File: src/hdl/rv_core_params.svh
`ifndef RV_CORE_PARAMS_SVH
`define RV_CORE_PARAMS_SVH

// First fetch address after reset
`define RESET_PC 32'h0000_0000

// Integer register count, x0 included
`define NUM_REGS 32

// AXI4-Lite response codes
`define AXI_RESP_OKAY 2'b00

`endif
File: src/hdl/rv_core_pkg.sv
`default_nettype none

package rv_core_pkg;

    typedef logic [31:0] word_t;    // Data word
    typedef logic [31:0] addr_t;    // Byte address, PC and data memory
    typedef logic [4:0]  reg_idx_t; // Register file index

    // RV32 major opcodes kept by the core
    typedef enum logic [6:0] {
        OP_REG    = 7'b0110011,
        OP_IMM    = 7'b0010011,
        OP_AUIPC  = 7'b0010111,
        OP_LUI    = 7'b0110111,
        OP_BRANCH = 7'b1100011,
        OP_JAL    = 7'b1101111,
        OP_LOAD   = 7'b0000011,
        OP_STORE  = 7'b0100011,
        OP_SYSTEM = 7'b1110011
    } opcode_e;

    typedef struct packed {
        opcode_e    opcode;
        logic [2:0] funct3;
        logic [6:0] funct7;
        reg_idx_t   rs1;
        reg_idx_t   rs2;
        reg_idx_t   rd;
        logic       reg_write; // Writes rd in ST_WB
        logic       mem_read;
        logic       mem_write;
        logic       is_jump;   // JAL, link is PC+4
        logic       is_halt;   // ECALL
        logic       illegal;
    } ctrl_t;

    typedef struct packed {
        word_t result;
        addr_t target;       // Always pc + immediate
        logic  branch_taken;
    } alu_res_t;

    typedef enum logic [2:0] {
        ST_FETCH,
        ST_EXEC,
        ST_MEM,
        ST_WB,
        ST_HALT
    } core_state_e;

    typedef enum logic [1:0] {
        LSU_IDLE,
        LSU_ADDR, // AW/W or AR outstanding
        LSU_RESP  // Waiting for B or R
    } lsu_state_e;

endpackage

`default_nettype wire

File: src/hdl/rv_core.sv
`default_nettype none

`include "rv_core_params.svh"

module rv_core
    import rv_core_pkg::*;
(
    input  wire logic  clk,
    input  wire logic  rst_n,
    output logic       instr_req,
    output addr_t      instr_addr,
    input  wire word_t instr_data,
    output logic       awvalid,
    input  wire logic  awready,
    output addr_t      awaddr,
    output logic       wvalid,
    input  wire logic  wready,
    output word_t      wdata,
    output logic [3:0] wstrb,
    input  wire logic  bvalid,
    output logic       bready,
    input  wire logic [1:0] bresp,
    output logic       arvalid,
    input  wire logic  arready,
    output addr_t      araddr,
    input  wire logic  rvalid,
    output logic       rready,
    input  wire word_t rdata,
    input  wire logic [1:0] rresp,
    output logic       halted
);

    core_state_e state_q;
    core_state_e state_d;
    addr_t       pc_q;
    word_t       ir_q;
    word_t       instr_word;
    ctrl_t       ctrl;
    word_t       immediate;
    word_t       rs1_data;
    word_t       rs2_data;
    alu_res_t    alu_res;
    addr_t       pc_plus4;
    word_t       wb_data;
    logic        lsu_req;
    logic        lsu_done;
    word_t       load_data;

    // Fetched word is decoded straight from the port during ST_EXEC
    assign instr_word = (state_q == ST_EXEC) ? instr_data : ir_q;
    assign instr_addr = pc_q;
    assign pc_plus4   = pc_q + 32'd4;
    assign halted     = (state_q == ST_HALT);
    assign lsu_req    = (state_q == ST_EXEC) && (ctrl.mem_read || ctrl.mem_write);

    always_comb begin
        if (ctrl.is_jump) begin
            wb_data = pc_plus4; // Link value
        end else if (ctrl.mem_read) begin
            wb_data = load_data;
        end else begin
            wb_data = alu_res.result;
        end
    end

    always_comb begin
        state_d = state_q;
        case (state_q)
            ST_FETCH: if (instr_req) state_d = ST_EXEC;
            ST_EXEC: begin
                if (ctrl.is_halt || ctrl.illegal) begin
                    state_d = ST_HALT;
                end else if (ctrl.mem_read || ctrl.mem_write) begin
                    state_d = ST_MEM;
                end else begin
                    state_d = ST_WB;
                end
            end
            ST_MEM:  if (lsu_done) state_d = ST_WB;
            ST_WB:   state_d = ST_FETCH;
            ST_HALT: state_d = ST_HALT; // Until reset
            default: state_d = ST_HALT;
        endcase
    end

    always_ff @(posedge clk) begin
        if (!rst_n) begin
            state_q   <= ST_FETCH;
            pc_q      <= `RESET_PC;
            instr_req <= 1'b0;
        end else begin
            state_q   <= state_d;
            instr_req <= (state_d == ST_FETCH); // High for the whole fetch cycle
            if (state_q == ST_WB) begin
                pc_q <= alu_res.branch_taken ? alu_res.target : pc_plus4;
            end
        end
    end

    always_ff @(posedge clk) begin
        if (state_q == ST_EXEC) begin
            ir_q <= instr_data;
        end
    end

    decoder u_decoder (
        .instr     (instr_word),
        .ctrl      (ctrl),
        .immediate (immediate)
    );

    reg_file u_reg_file (
        .clk     (clk),
        .rst_n   (rst_n),
        .rs1     (ctrl.rs1),
        .rs2     (ctrl.rs2),
        .rd      (ctrl.rd),
        .wr_en   ((state_q == ST_WB) && ctrl.reg_write),
        .wr_data (wb_data),
        .rd1     (rs1_data),
        .rd2     (rs2_data)
    );

    alu u_alu (
        .ctrl      (ctrl),
        .operand1  (rs1_data),
        .operand2  (rs2_data),
        .immediate (immediate),
        .pc        (pc_q),
        .res       (alu_res)
    );

    lsu_axil u_lsu (
        .clk        (clk),
        .rst_n      (rst_n),
        .req        (lsu_req),
        .write      (ctrl.mem_write),
        .addr       (alu_res.result),
        .store_data (rs2_data),
        .done       (lsu_done),
        .rdata_out  (load_data),
        .awvalid    (awvalid),
        .awready    (awready),
        .awaddr     (awaddr),
        .wvalid     (wvalid),
        .wready     (wready),
        .wdata      (wdata),
        .wstrb      (wstrb),
        .bvalid     (bvalid),
        .bready     (bready),
        .bresp      (bresp),
        .arvalid    (arvalid),
        .arready    (arready),
        .araddr     (araddr),
        .rvalid     (rvalid),
        .rready     (rready),
        .rdata      (rdata),
        .rresp      (rresp)
    );

    // A halted core stays silent on both ports
    assert property (@(posedge clk) disable iff (!rst_n)
        halted |-> !(instr_req || awvalid || wvalid || arvalid))
        else $error("rv_core: bus activity after halt");

endmodule

`default_nettype wire

File: src/hdl/lsu_axil.sv
`default_nettype none

`include "rv_core_params.svh"

module lsu_axil
    import rv_core_pkg::*;
(
    input  wire logic  clk,
    input  wire logic  rst_n,
    input  wire logic  req,
    input  wire logic  write,
    input  wire addr_t addr,
    input  wire word_t store_data,
    output logic       done,
    output word_t      rdata_out,
    output logic       awvalid,
    input  wire logic  awready,
    output addr_t      awaddr,
    output logic       wvalid,
    input  wire logic  wready,
    output word_t      wdata,
    output logic [3:0] wstrb,
    input  wire logic  bvalid,
    output logic       bready,
    input  wire logic [1:0] bresp,
    output logic       arvalid,
    input  wire logic  arready,
    output addr_t      araddr,
    input  wire logic  rvalid,
    output logic       rready,
    input  wire word_t rdata,
    input  wire logic [1:0] rresp
);

    lsu_state_e state_q;
    logic       wr_q;      // Current request is a store
    logic       aw_done_q;
    logic       w_done_q;
    addr_t      addr_q;
    word_t      wdata_q;
    logic       aw_fire;
    logic       w_fire;
    logic       b_fire;
    logic       ar_fire;
    logic       r_fire;

    assign aw_fire = awvalid && awready;
    assign w_fire  = wvalid && wready;
    assign b_fire  = bvalid && bready;
    assign ar_fire = arvalid && arready;
    assign r_fire  = rvalid && rready;

    assign awaddr = addr_q;
    assign araddr = addr_q;
    assign wdata  = wdata_q;
    assign wstrb  = 4'hf; // Word accesses only

    always_ff @(posedge clk) begin
        if (!rst_n) begin
            state_q   <= LSU_IDLE;
            wr_q      <= 1'b0;
            aw_done_q <= 1'b0;
            w_done_q  <= 1'b0;
            awvalid   <= 1'b0;
            wvalid    <= 1'b0;
            arvalid   <= 1'b0;
            bready    <= 1'b0;
            rready    <= 1'b0;
            done      <= 1'b0;
        end else begin
            done <= 1'b0;
            case (state_q)
                LSU_IDLE: begin
                    if (req) begin
                        wr_q      <= write;
                        aw_done_q <= 1'b0;
                        w_done_q  <= 1'b0;
                        awvalid   <= write; // AW and W raised together
                        wvalid    <= write;
                        arvalid   <= !write;
                        state_q   <= LSU_ADDR;
                    end
                end
                LSU_ADDR: begin
                    if (wr_q) begin
                        if (aw_fire) begin
                            awvalid   <= 1'b0;
                            aw_done_q <= 1'b1;
                        end
                        if (w_fire) begin
                            wvalid   <= 1'b0;
                            w_done_q <= 1'b1;
                        end
                        if ((aw_done_q || aw_fire) && (w_done_q || w_fire)) begin
                            bready  <= 1'b1;
                            state_q <= LSU_RESP;
                        end
                    end else if (ar_fire) begin
                        arvalid <= 1'b0;
                        rready  <= 1'b1;
                        state_q <= LSU_RESP;
                    end
                end
                LSU_RESP: begin
                    if (wr_q && b_fire) begin
                        bready  <= 1'b0;
                        done    <= 1'b1;
                        state_q <= LSU_IDLE;
                    end else if (!wr_q && r_fire) begin
                        rready  <= 1'b0;
                        done    <= 1'b1;
                        state_q <= LSU_IDLE;
                    end
                end
                default: state_q <= LSU_IDLE;
            endcase
        end
    end

    // Request payload and load data
    always_ff @(posedge clk) begin
        if (state_q == LSU_IDLE && req) begin
            addr_q  <= addr;
            wdata_q <= store_data;
        end
        if (r_fire) begin
            rdata_out <= rdata;
        end
    end

    assert property (@(posedge clk) disable iff (!rst_n)
        awvalid && !awready |=> $stable(awaddr))
        else $error("lsu_axil: awaddr changed before the AW handshake");

    // Error responses are accepted and otherwise ignored
    cover property (@(posedge clk) disable iff (!rst_n)
        (b_fire && bresp != `AXI_RESP_OKAY) || (r_fire && rresp != `AXI_RESP_OKAY));

endmodule

`default_nettype wire

File: src/hdl/reg_file.sv
`default_nettype none

`include "rv_core_params.svh"

module reg_file
    import rv_core_pkg::*;
(
    input  wire logic     clk,
    input  wire logic     rst_n,
    input  wire reg_idx_t rs1,
    input  wire reg_idx_t rs2,
    input  wire reg_idx_t rd,
    input  wire logic     wr_en,
    input  wire word_t    wr_data,
    output word_t         rd1,
    output word_t         rd2
);

    word_t regs [`NUM_REGS];

    always_ff @(posedge clk) begin
        if (!rst_n) begin
            for (int i = 0; i < `NUM_REGS; i++) begin
                regs[i] <= '0;
            end
        end else if (wr_en && rd != '0) begin // x0 is never written
            regs[rd] <= wr_data;
        end
    end

    assign rd1 = (rs1 == '0) ? '0 : regs[rs1];
    assign rd2 = (rs2 == '0) ? '0 : regs[rs2];

    // x0 storage must stay zero whatever the core asks for
    assert property (@(posedge clk) disable iff (!rst_n) regs[0] == '0)
        else $error("reg_file: x0 holds a nonzero value");

endmodule

`default_nettype wire

File: src/hdl/decoder.sv
`default_nettype none

module decoder
    import rv_core_pkg::*;
(
    input  wire word_t instr,
    output ctrl_t      ctrl,
    output word_t      immediate
);

    word_t imm_i;
    word_t imm_s;
    word_t imm_b;
    word_t imm_u;
    word_t imm_j;

    // Immediate formats, all sign extended from bit 31
    assign imm_i = {{20{instr[31]}}, instr[31:20]};
    assign imm_s = {{20{instr[31]}}, instr[31:25], instr[11:7]};
    assign imm_b = {{19{instr[31]}}, instr[31], instr[7], instr[30:25], instr[11:8], 1'b0};
    assign imm_u = {instr[31:12], 12'b0};
    assign imm_j = {{11{instr[31]}}, instr[31], instr[19:12], instr[20], instr[30:21], 1'b0};

    always_comb begin
        ctrl         = '0;
        ctrl.opcode  = opcode_e'(instr[6:0]);
        ctrl.rd      = instr[11:7];
        ctrl.funct3  = instr[14:12];
        ctrl.rs1     = instr[19:15];
        ctrl.rs2     = instr[24:20];
        ctrl.funct7  = instr[31:25];
        ctrl.illegal = 1'b1; // Cleared by each legal encoding
        immediate    = '0;
        case (ctrl.opcode)
            OP_REG: begin
                if ((ctrl.funct7 == 7'b0000000 && ctrl.funct3 inside {3'b000, 3'b110, 3'b111}) ||
                    (ctrl.funct7 == 7'b0100000 && ctrl.funct3 == 3'b000) ||
                    (ctrl.funct7 == 7'b0000001 && ctrl.funct3 == 3'b000)) begin
                    ctrl.reg_write = 1'b1;
                    ctrl.illegal   = 1'b0;
                end
            end
            OP_IMM: begin
                immediate = imm_i;
                if (ctrl.funct3 == 3'b000 ||
                    (ctrl.funct3 inside {3'b001, 3'b101} && ctrl.funct7 == 7'b0000000)) begin
                    ctrl.reg_write = 1'b1;
                    ctrl.illegal   = 1'b0;
                end
            end
            OP_LUI, OP_AUIPC: begin
                immediate      = imm_u;
                ctrl.reg_write = 1'b1;
                ctrl.illegal   = 1'b0;
            end
            OP_BRANCH: begin
                immediate    = imm_b;
                ctrl.illegal = !(ctrl.funct3 inside {3'b000, 3'b001, 3'b100, 3'b101});
            end
            OP_JAL: begin
                immediate      = imm_j;
                ctrl.reg_write = 1'b1;
                ctrl.is_jump   = 1'b1;
                ctrl.illegal   = 1'b0;
            end
            OP_LOAD: begin
                immediate = imm_i;
                if (ctrl.funct3 == 3'b010) begin // LW only
                    ctrl.mem_read  = 1'b1;
                    ctrl.reg_write = 1'b1;
                    ctrl.illegal   = 1'b0;
                end
            end
            OP_STORE: begin
                immediate = imm_s;
                if (ctrl.funct3 == 3'b010) begin // SW only
                    ctrl.mem_write = 1'b1;
                    ctrl.illegal   = 1'b0;
                end
            end
            OP_SYSTEM: begin
                if (instr[31:7] == '0) begin // ECALL
                    ctrl.is_halt = 1'b1;
                    ctrl.illegal = 1'b0;
                end
            end
            default: ctrl.illegal = 1'b1;
        endcase
    end

endmodule

`default_nettype wire

File: src/hdl/alu.sv
`default_nettype none

module alu
    import rv_core_pkg::*;
(
    input  wire ctrl_t    ctrl,
    input  wire word_t    operand1,
    input  wire word_t    operand2,
    input  wire word_t    immediate,
    input  wire addr_t    pc,
    output alu_res_t      res
);

    always_comb begin
        res.result       = '0;
        res.target       = pc + immediate; // Branch and JAL destination
        res.branch_taken = 1'b0;
        case (ctrl.opcode)
            OP_REG: begin
                case (ctrl.funct7)
                    7'b0100000: res.result = operand1 - operand2; // SUB
                    7'b0000001: res.result = operand1 * operand2; // MUL, low 32 bits
                    7'b0000000: begin
                        case (ctrl.funct3)
                            3'b000:  res.result = operand1 + operand2; // ADD
                            3'b111:  res.result = operand1 & operand2; // AND
                            3'b110:  res.result = operand1 | operand2; // OR
                            default: res.result = '0;
                        endcase
                    end
                    default: res.result = '0;
                endcase
            end
            OP_IMM: begin
                case (ctrl.funct3)
                    3'b000:  res.result = operand1 + immediate;       // ADDI
                    3'b001:  res.result = operand1 << immediate[4:0]; // SLLI
                    3'b101:  res.result = operand1 >> immediate[4:0]; // SRLI
                    default: res.result = '0;
                endcase
            end
            OP_AUIPC: res.result = res.target;
            OP_LUI:   res.result = immediate; // Already shifted by the decoder
            OP_BRANCH: begin
                res.result = operand1 - operand2;
                case (ctrl.funct3)
                    3'b000:  res.branch_taken = (operand1 == operand2);                   // BEQ
                    3'b001:  res.branch_taken = (operand1 != operand2);                   // BNE
                    3'b100:  res.branch_taken = ($signed(operand1) < $signed(operand2));  // BLT
                    3'b101:  res.branch_taken = ($signed(operand1) >= $signed(operand2)); // BGE
                    default: res.branch_taken = 1'b0;
                endcase
            end
            OP_JAL:   res.branch_taken = 1'b1; // Unconditional
            OP_LOAD:  res.result = operand1 + immediate; // Effective address
            OP_STORE: res.result = operand1 + immediate;
            default:  res.result = '0;
        endcase
    end

    // Only control transfers may redirect the PC
    always_comb begin
        assert final (!res.branch_taken || ctrl.opcode inside {OP_BRANCH, OP_JAL})
            else $error("alu: branch_taken set for opcode %b", ctrl.opcode);
    end

endmodule

`default_nettype wire

File: config.mk
export PLATFORM = sky130hd
export DESIGN_NAME = rv_core
export DESIGN_NICKNAME = d
export VERILOG_FILES = /design/src/hdl/rv_core_pkg.sv /design/src/hdl/rv_core.sv /design/src/hdl/lsu_axil.sv /design/src/hdl/reg_file.sv /design/src/hdl/decoder.sv /design/src/hdl/alu.sv
export VERILOG_INCLUDE_DIRS = /design/src /design/src/hdl
export SDC_FILE = /design/constraint.sdc
export NUM_CORES = 2
export LEC_CHECK = 0
export BUFFER_PORTS_ARGS = -buffer_cell sky130_fd_sc_hd__buf_2
export CELL_PAD_IN_SITES_DETAIL_PLACEMENT = 1
export CELL_PAD_IN_SITES_GLOBAL_PLACEMENT = 2
export CORE_AREA = 2 2 478 670
export CTS_CLUSTER_SIZE = 30
export DETAILED_ROUTE_END_ITERATION = 10
export DIE_AREA = 0 0 480 672
export PLACE_DENSITY = 0.63
export SYNTH_ARGS = -nofsm -noshare
export SYNTH_HDL_FRONTEND = slang
export SYNTH_SLANG_ARGS = --single-unit
File: constraint.sdc
create_clock -name clk -period 11.8 [get_ports clk]
set_input_delay 0.59 -clock clk [delete_from_list [all_inputs] [get_ports clk]]
set_output_delay 0.59 -clock clk [all_outputs]
set_load 0.05 [all_outputs]
==> impl_metrics.csv <==
group,metric,value,unit
outcome,status,"complete, but fails checks",
outcome,failed_checks,"max-capacitance violations, max-slew violations",
sta,clock_skew,0.0797,ns
synth,async_reset_ff_frac,0,
route,drt_pass1_iterations,6,
flow_run,maxCapViolations,1,
synth,synth-compound-area-share,0.144,
worst_setup_path,cp_slowest_cell,"fa_1",
route,detail-route-antenna-nets,0,
global_route,first_global_vias,91800,
route,via_per_inst,5.90,
synth,synth_top_family_by_area,"simple AND/OR/NAND/NOR gates",
place,finalWeightedCongestion,0.993,
synth,syn_inst,9850,
worst_setup_path,cp.required,12.34,ns
route,vias,88100,
synth,ys_top_cells_by_count,"nor2_1, nand2_1, edfxtp_1",
synth,ys_types,106,
floorplan,die-area,323000,sq um
route,wire_per_inst,38.0,microns
layout,utilization,0.352,
clocking,clk_pin_slew,0.07,ns
worst_setup_path,worstPathArrival,12.20,ns
synth,synth.cell_area,91500,sq um
synth,yosysMostFrequentCell,"nor2_1",
synth,synth_flop_cell,"edfxtp_1",
worst_setup_path,cp_max_fo,18,
worst_setup_path,setup.worst_path.start_class,"flip-flop",
worst_setup_path,cp_slowest_stage_delay,0.57,ns
floorplan,die_x,480,microns
sta,relSlewSlack,-0.115,
route,wl,569000,microns
place,portBuffers,205,
synth,synth.largest_area_cell,"edfxtp_1",
global_route,globalRoute.totalOverflow,0,
layout,layout.nets,11400,
hold_path,hold-path-cell-count,4,
route,drc_errors,0,
synth,synth_top_area_share,0.368,
synth,synth_seq_cells,1199,
global_route,antenna_found_initial,24,
sta,finalCritPeriodShare,0.988,
route,drt_iter0_markers,8550,
synth,synth_edf_count,1120,
sta,worst-slew-pin-transition,1.67,ns
clocking,clk_path_buf_depth,4,
clocking,clock_sinks,1199,
synth,yosysSeqAreaShare,0.385,
layout,fin_area,112000,sq um
worst_setup_path,rr_worst_depth,41,
layout,fillCellCount,36100,
floorplan,fp-row-count,245,
sta,finalHoldViolCount,0,
sta,drv_slew,3,
sta,setup_viol,0,
synth,synth_xor_area_frac,0.0197,
synth,synth_area_leaders,"edfxtp_1, fa_1, mux2i_1",
global_route,grt_pass1_wl,760000,microns
clocking,root_buffer,"clkbuf_16",
layout,syn_to_final_growth,22.0,%
hold_path,hold_path_class,"in2reg",
floorplan,die_h,672,microns
clocking,insertion_delay,0.89,ns
place,dp_hpwl,412000,microns
synth,synth-adder-area-share,0.129,
floorplan,io_pins,214,
clocking,cts.htree.levels,4,
place,dpl-instance-area,106000,sq um
sta,finalCriticalPeriod,11.66,ns
floorplan,start_util,0.289,
clocking,cts_tree,"yes",
worst_setup_path,worst-setup-path-type,"reg2reg",
worst_setup_path,path_common_cell,"fa_1",
worst_setup_path,crit_path_end_kind,"flip-flop",
synth,synth_area_per_cell,9.29,sq um
synth,yosys_warnings,0,
global_route,grt_max_degree,115,
synth,synth_simple_gate_area_frac,0.164,
global_route,grt_use_total,0.341,
synth,synthMuxAreaShare,0.0850,
clocking,cts_buffers,146,
sta,timing.fmax,85.8,MHz
layout,drive_above_1_share,0.180,
floorplan,core,317000,sq um
==> per-stage QoR <==
step | setup TNS [ns] | setup slack [ns] | hold WS [ns] | instances
after floorplan | 0 | 1.60 | 0.438 | 9884
after global placement | -523.19 | -1.62 | 0.453 | 14600
after detailed placement | -150.58 | -0.804 | 0.486 | 14600
after CTS | 0 | 0.00432 | 0.0102 | 14900
after global routing | -0.111 | -0.0308 | 0.0523 | 14900
final | 0 | 0.141 | 0.0408 | 15000
==> layer usage <==
layer  wire length [microns]  global-route usage
met5                      51                   0
met4                   62800               0.307
met3                   39600              0.0626
met2                  272000               0.574
met1                  194000               0.362
==> what timing repair did <==
| action | 4_1_cts | 5_1_grt |
|---|---|---|
| hold buffers | 33 | 0 |
| setup endpoints to repair | 434 | 341 |
| gates resized for setup | 21 | 106 |
| pin swaps | 3 | 28 |
| buffers inserted | 10 | 25 |
| hold endpoints to repair | 33 | 0 |
| cloned | 2 | 7 |
==> state kept, by name, summed over array words and instances, names as in the netlist, 2 cells and up <==
signal,flops
u_lsu.rdata_out,32
u_reg_file.regs,1024
ir_q,32
instr_addr,32
u_lsu.wdata,32
state_q,3
u_lsu.araddr,32
u_lsu.state_q,2
==> worst max-delay path: cells and delay by family (launching register included) <==
family	cells	cell delay, ns
compound gates	8	1.88
flops	1	0.44
simple gates	9	1.81
xor+xnor	1	0.14
fa+ha+maj	9	4.36
buf+inv	13	2.24
mux	1	0.27
==> path summary, 6_finish.rpt <==
| path | to | from | slack (ns) |
|---|---|---|---|
| min | u_lsu.rready | rvalid | 0.04 |
| max reg2reg | u_reg_file.regs[19][30] | state_q[2] | 0.14 |
| max | u_reg_file.regs[19][30] | state_q[2] | 0.14 |
| min reg2reg | u_lsu.aw_done_q | u_lsu.aw_done_q | 0.50 |
==> area by class of cell <==
type                    count  area [sq um]  area share
diodes                     20          50.0    0.000448
inverters                 771          2960      0.0265
multi-input cells        7099         51000       0.456
flip-flops and latches   1199         35200       0.316
repair buffers           1415         12800       0.114
well taps                4199          5250      0.0471
clock buffers             176          3840      0.0344
clock inverters            71           576     0.00516
==> layout by cell type (no fill, tap or decap), types with 205 or more instances in the layout <==
cell type / instances
mux2i_1: 650
a21oi_1: 291
o21ai_0: 216
ha_1: 283
a211oi_1: 409
inv_1: 732
nor2_1: 1421
buf_2: 205
fa_1: 407
buf_4: 964
edfxtp_1: 1120
nand3_1: 262
nand2_1: 1342
==> cells by family (layout without fill, tap and decap cells) <==
| kind of cell | after synthesis | after routing |
|---|---|---|
| adders and majority gates | 695 | 695 |
| buffers and inverters | 1586 | 2433 |
| AOI/OAI and AO/OA | 1854 | 1854 |
| other | 2 | 56 |
| xor gates and xnor gates | 200 | 200 |
| DFF | 1199 | 1199 |
| muxes | 727 | 727 |
| and+or+nand+nor | 3587 | 3587 |
Power is left out: the tool's default activity adds up to more than one toggle a clock period on the data nets, which glitch-free logic cannot reach.
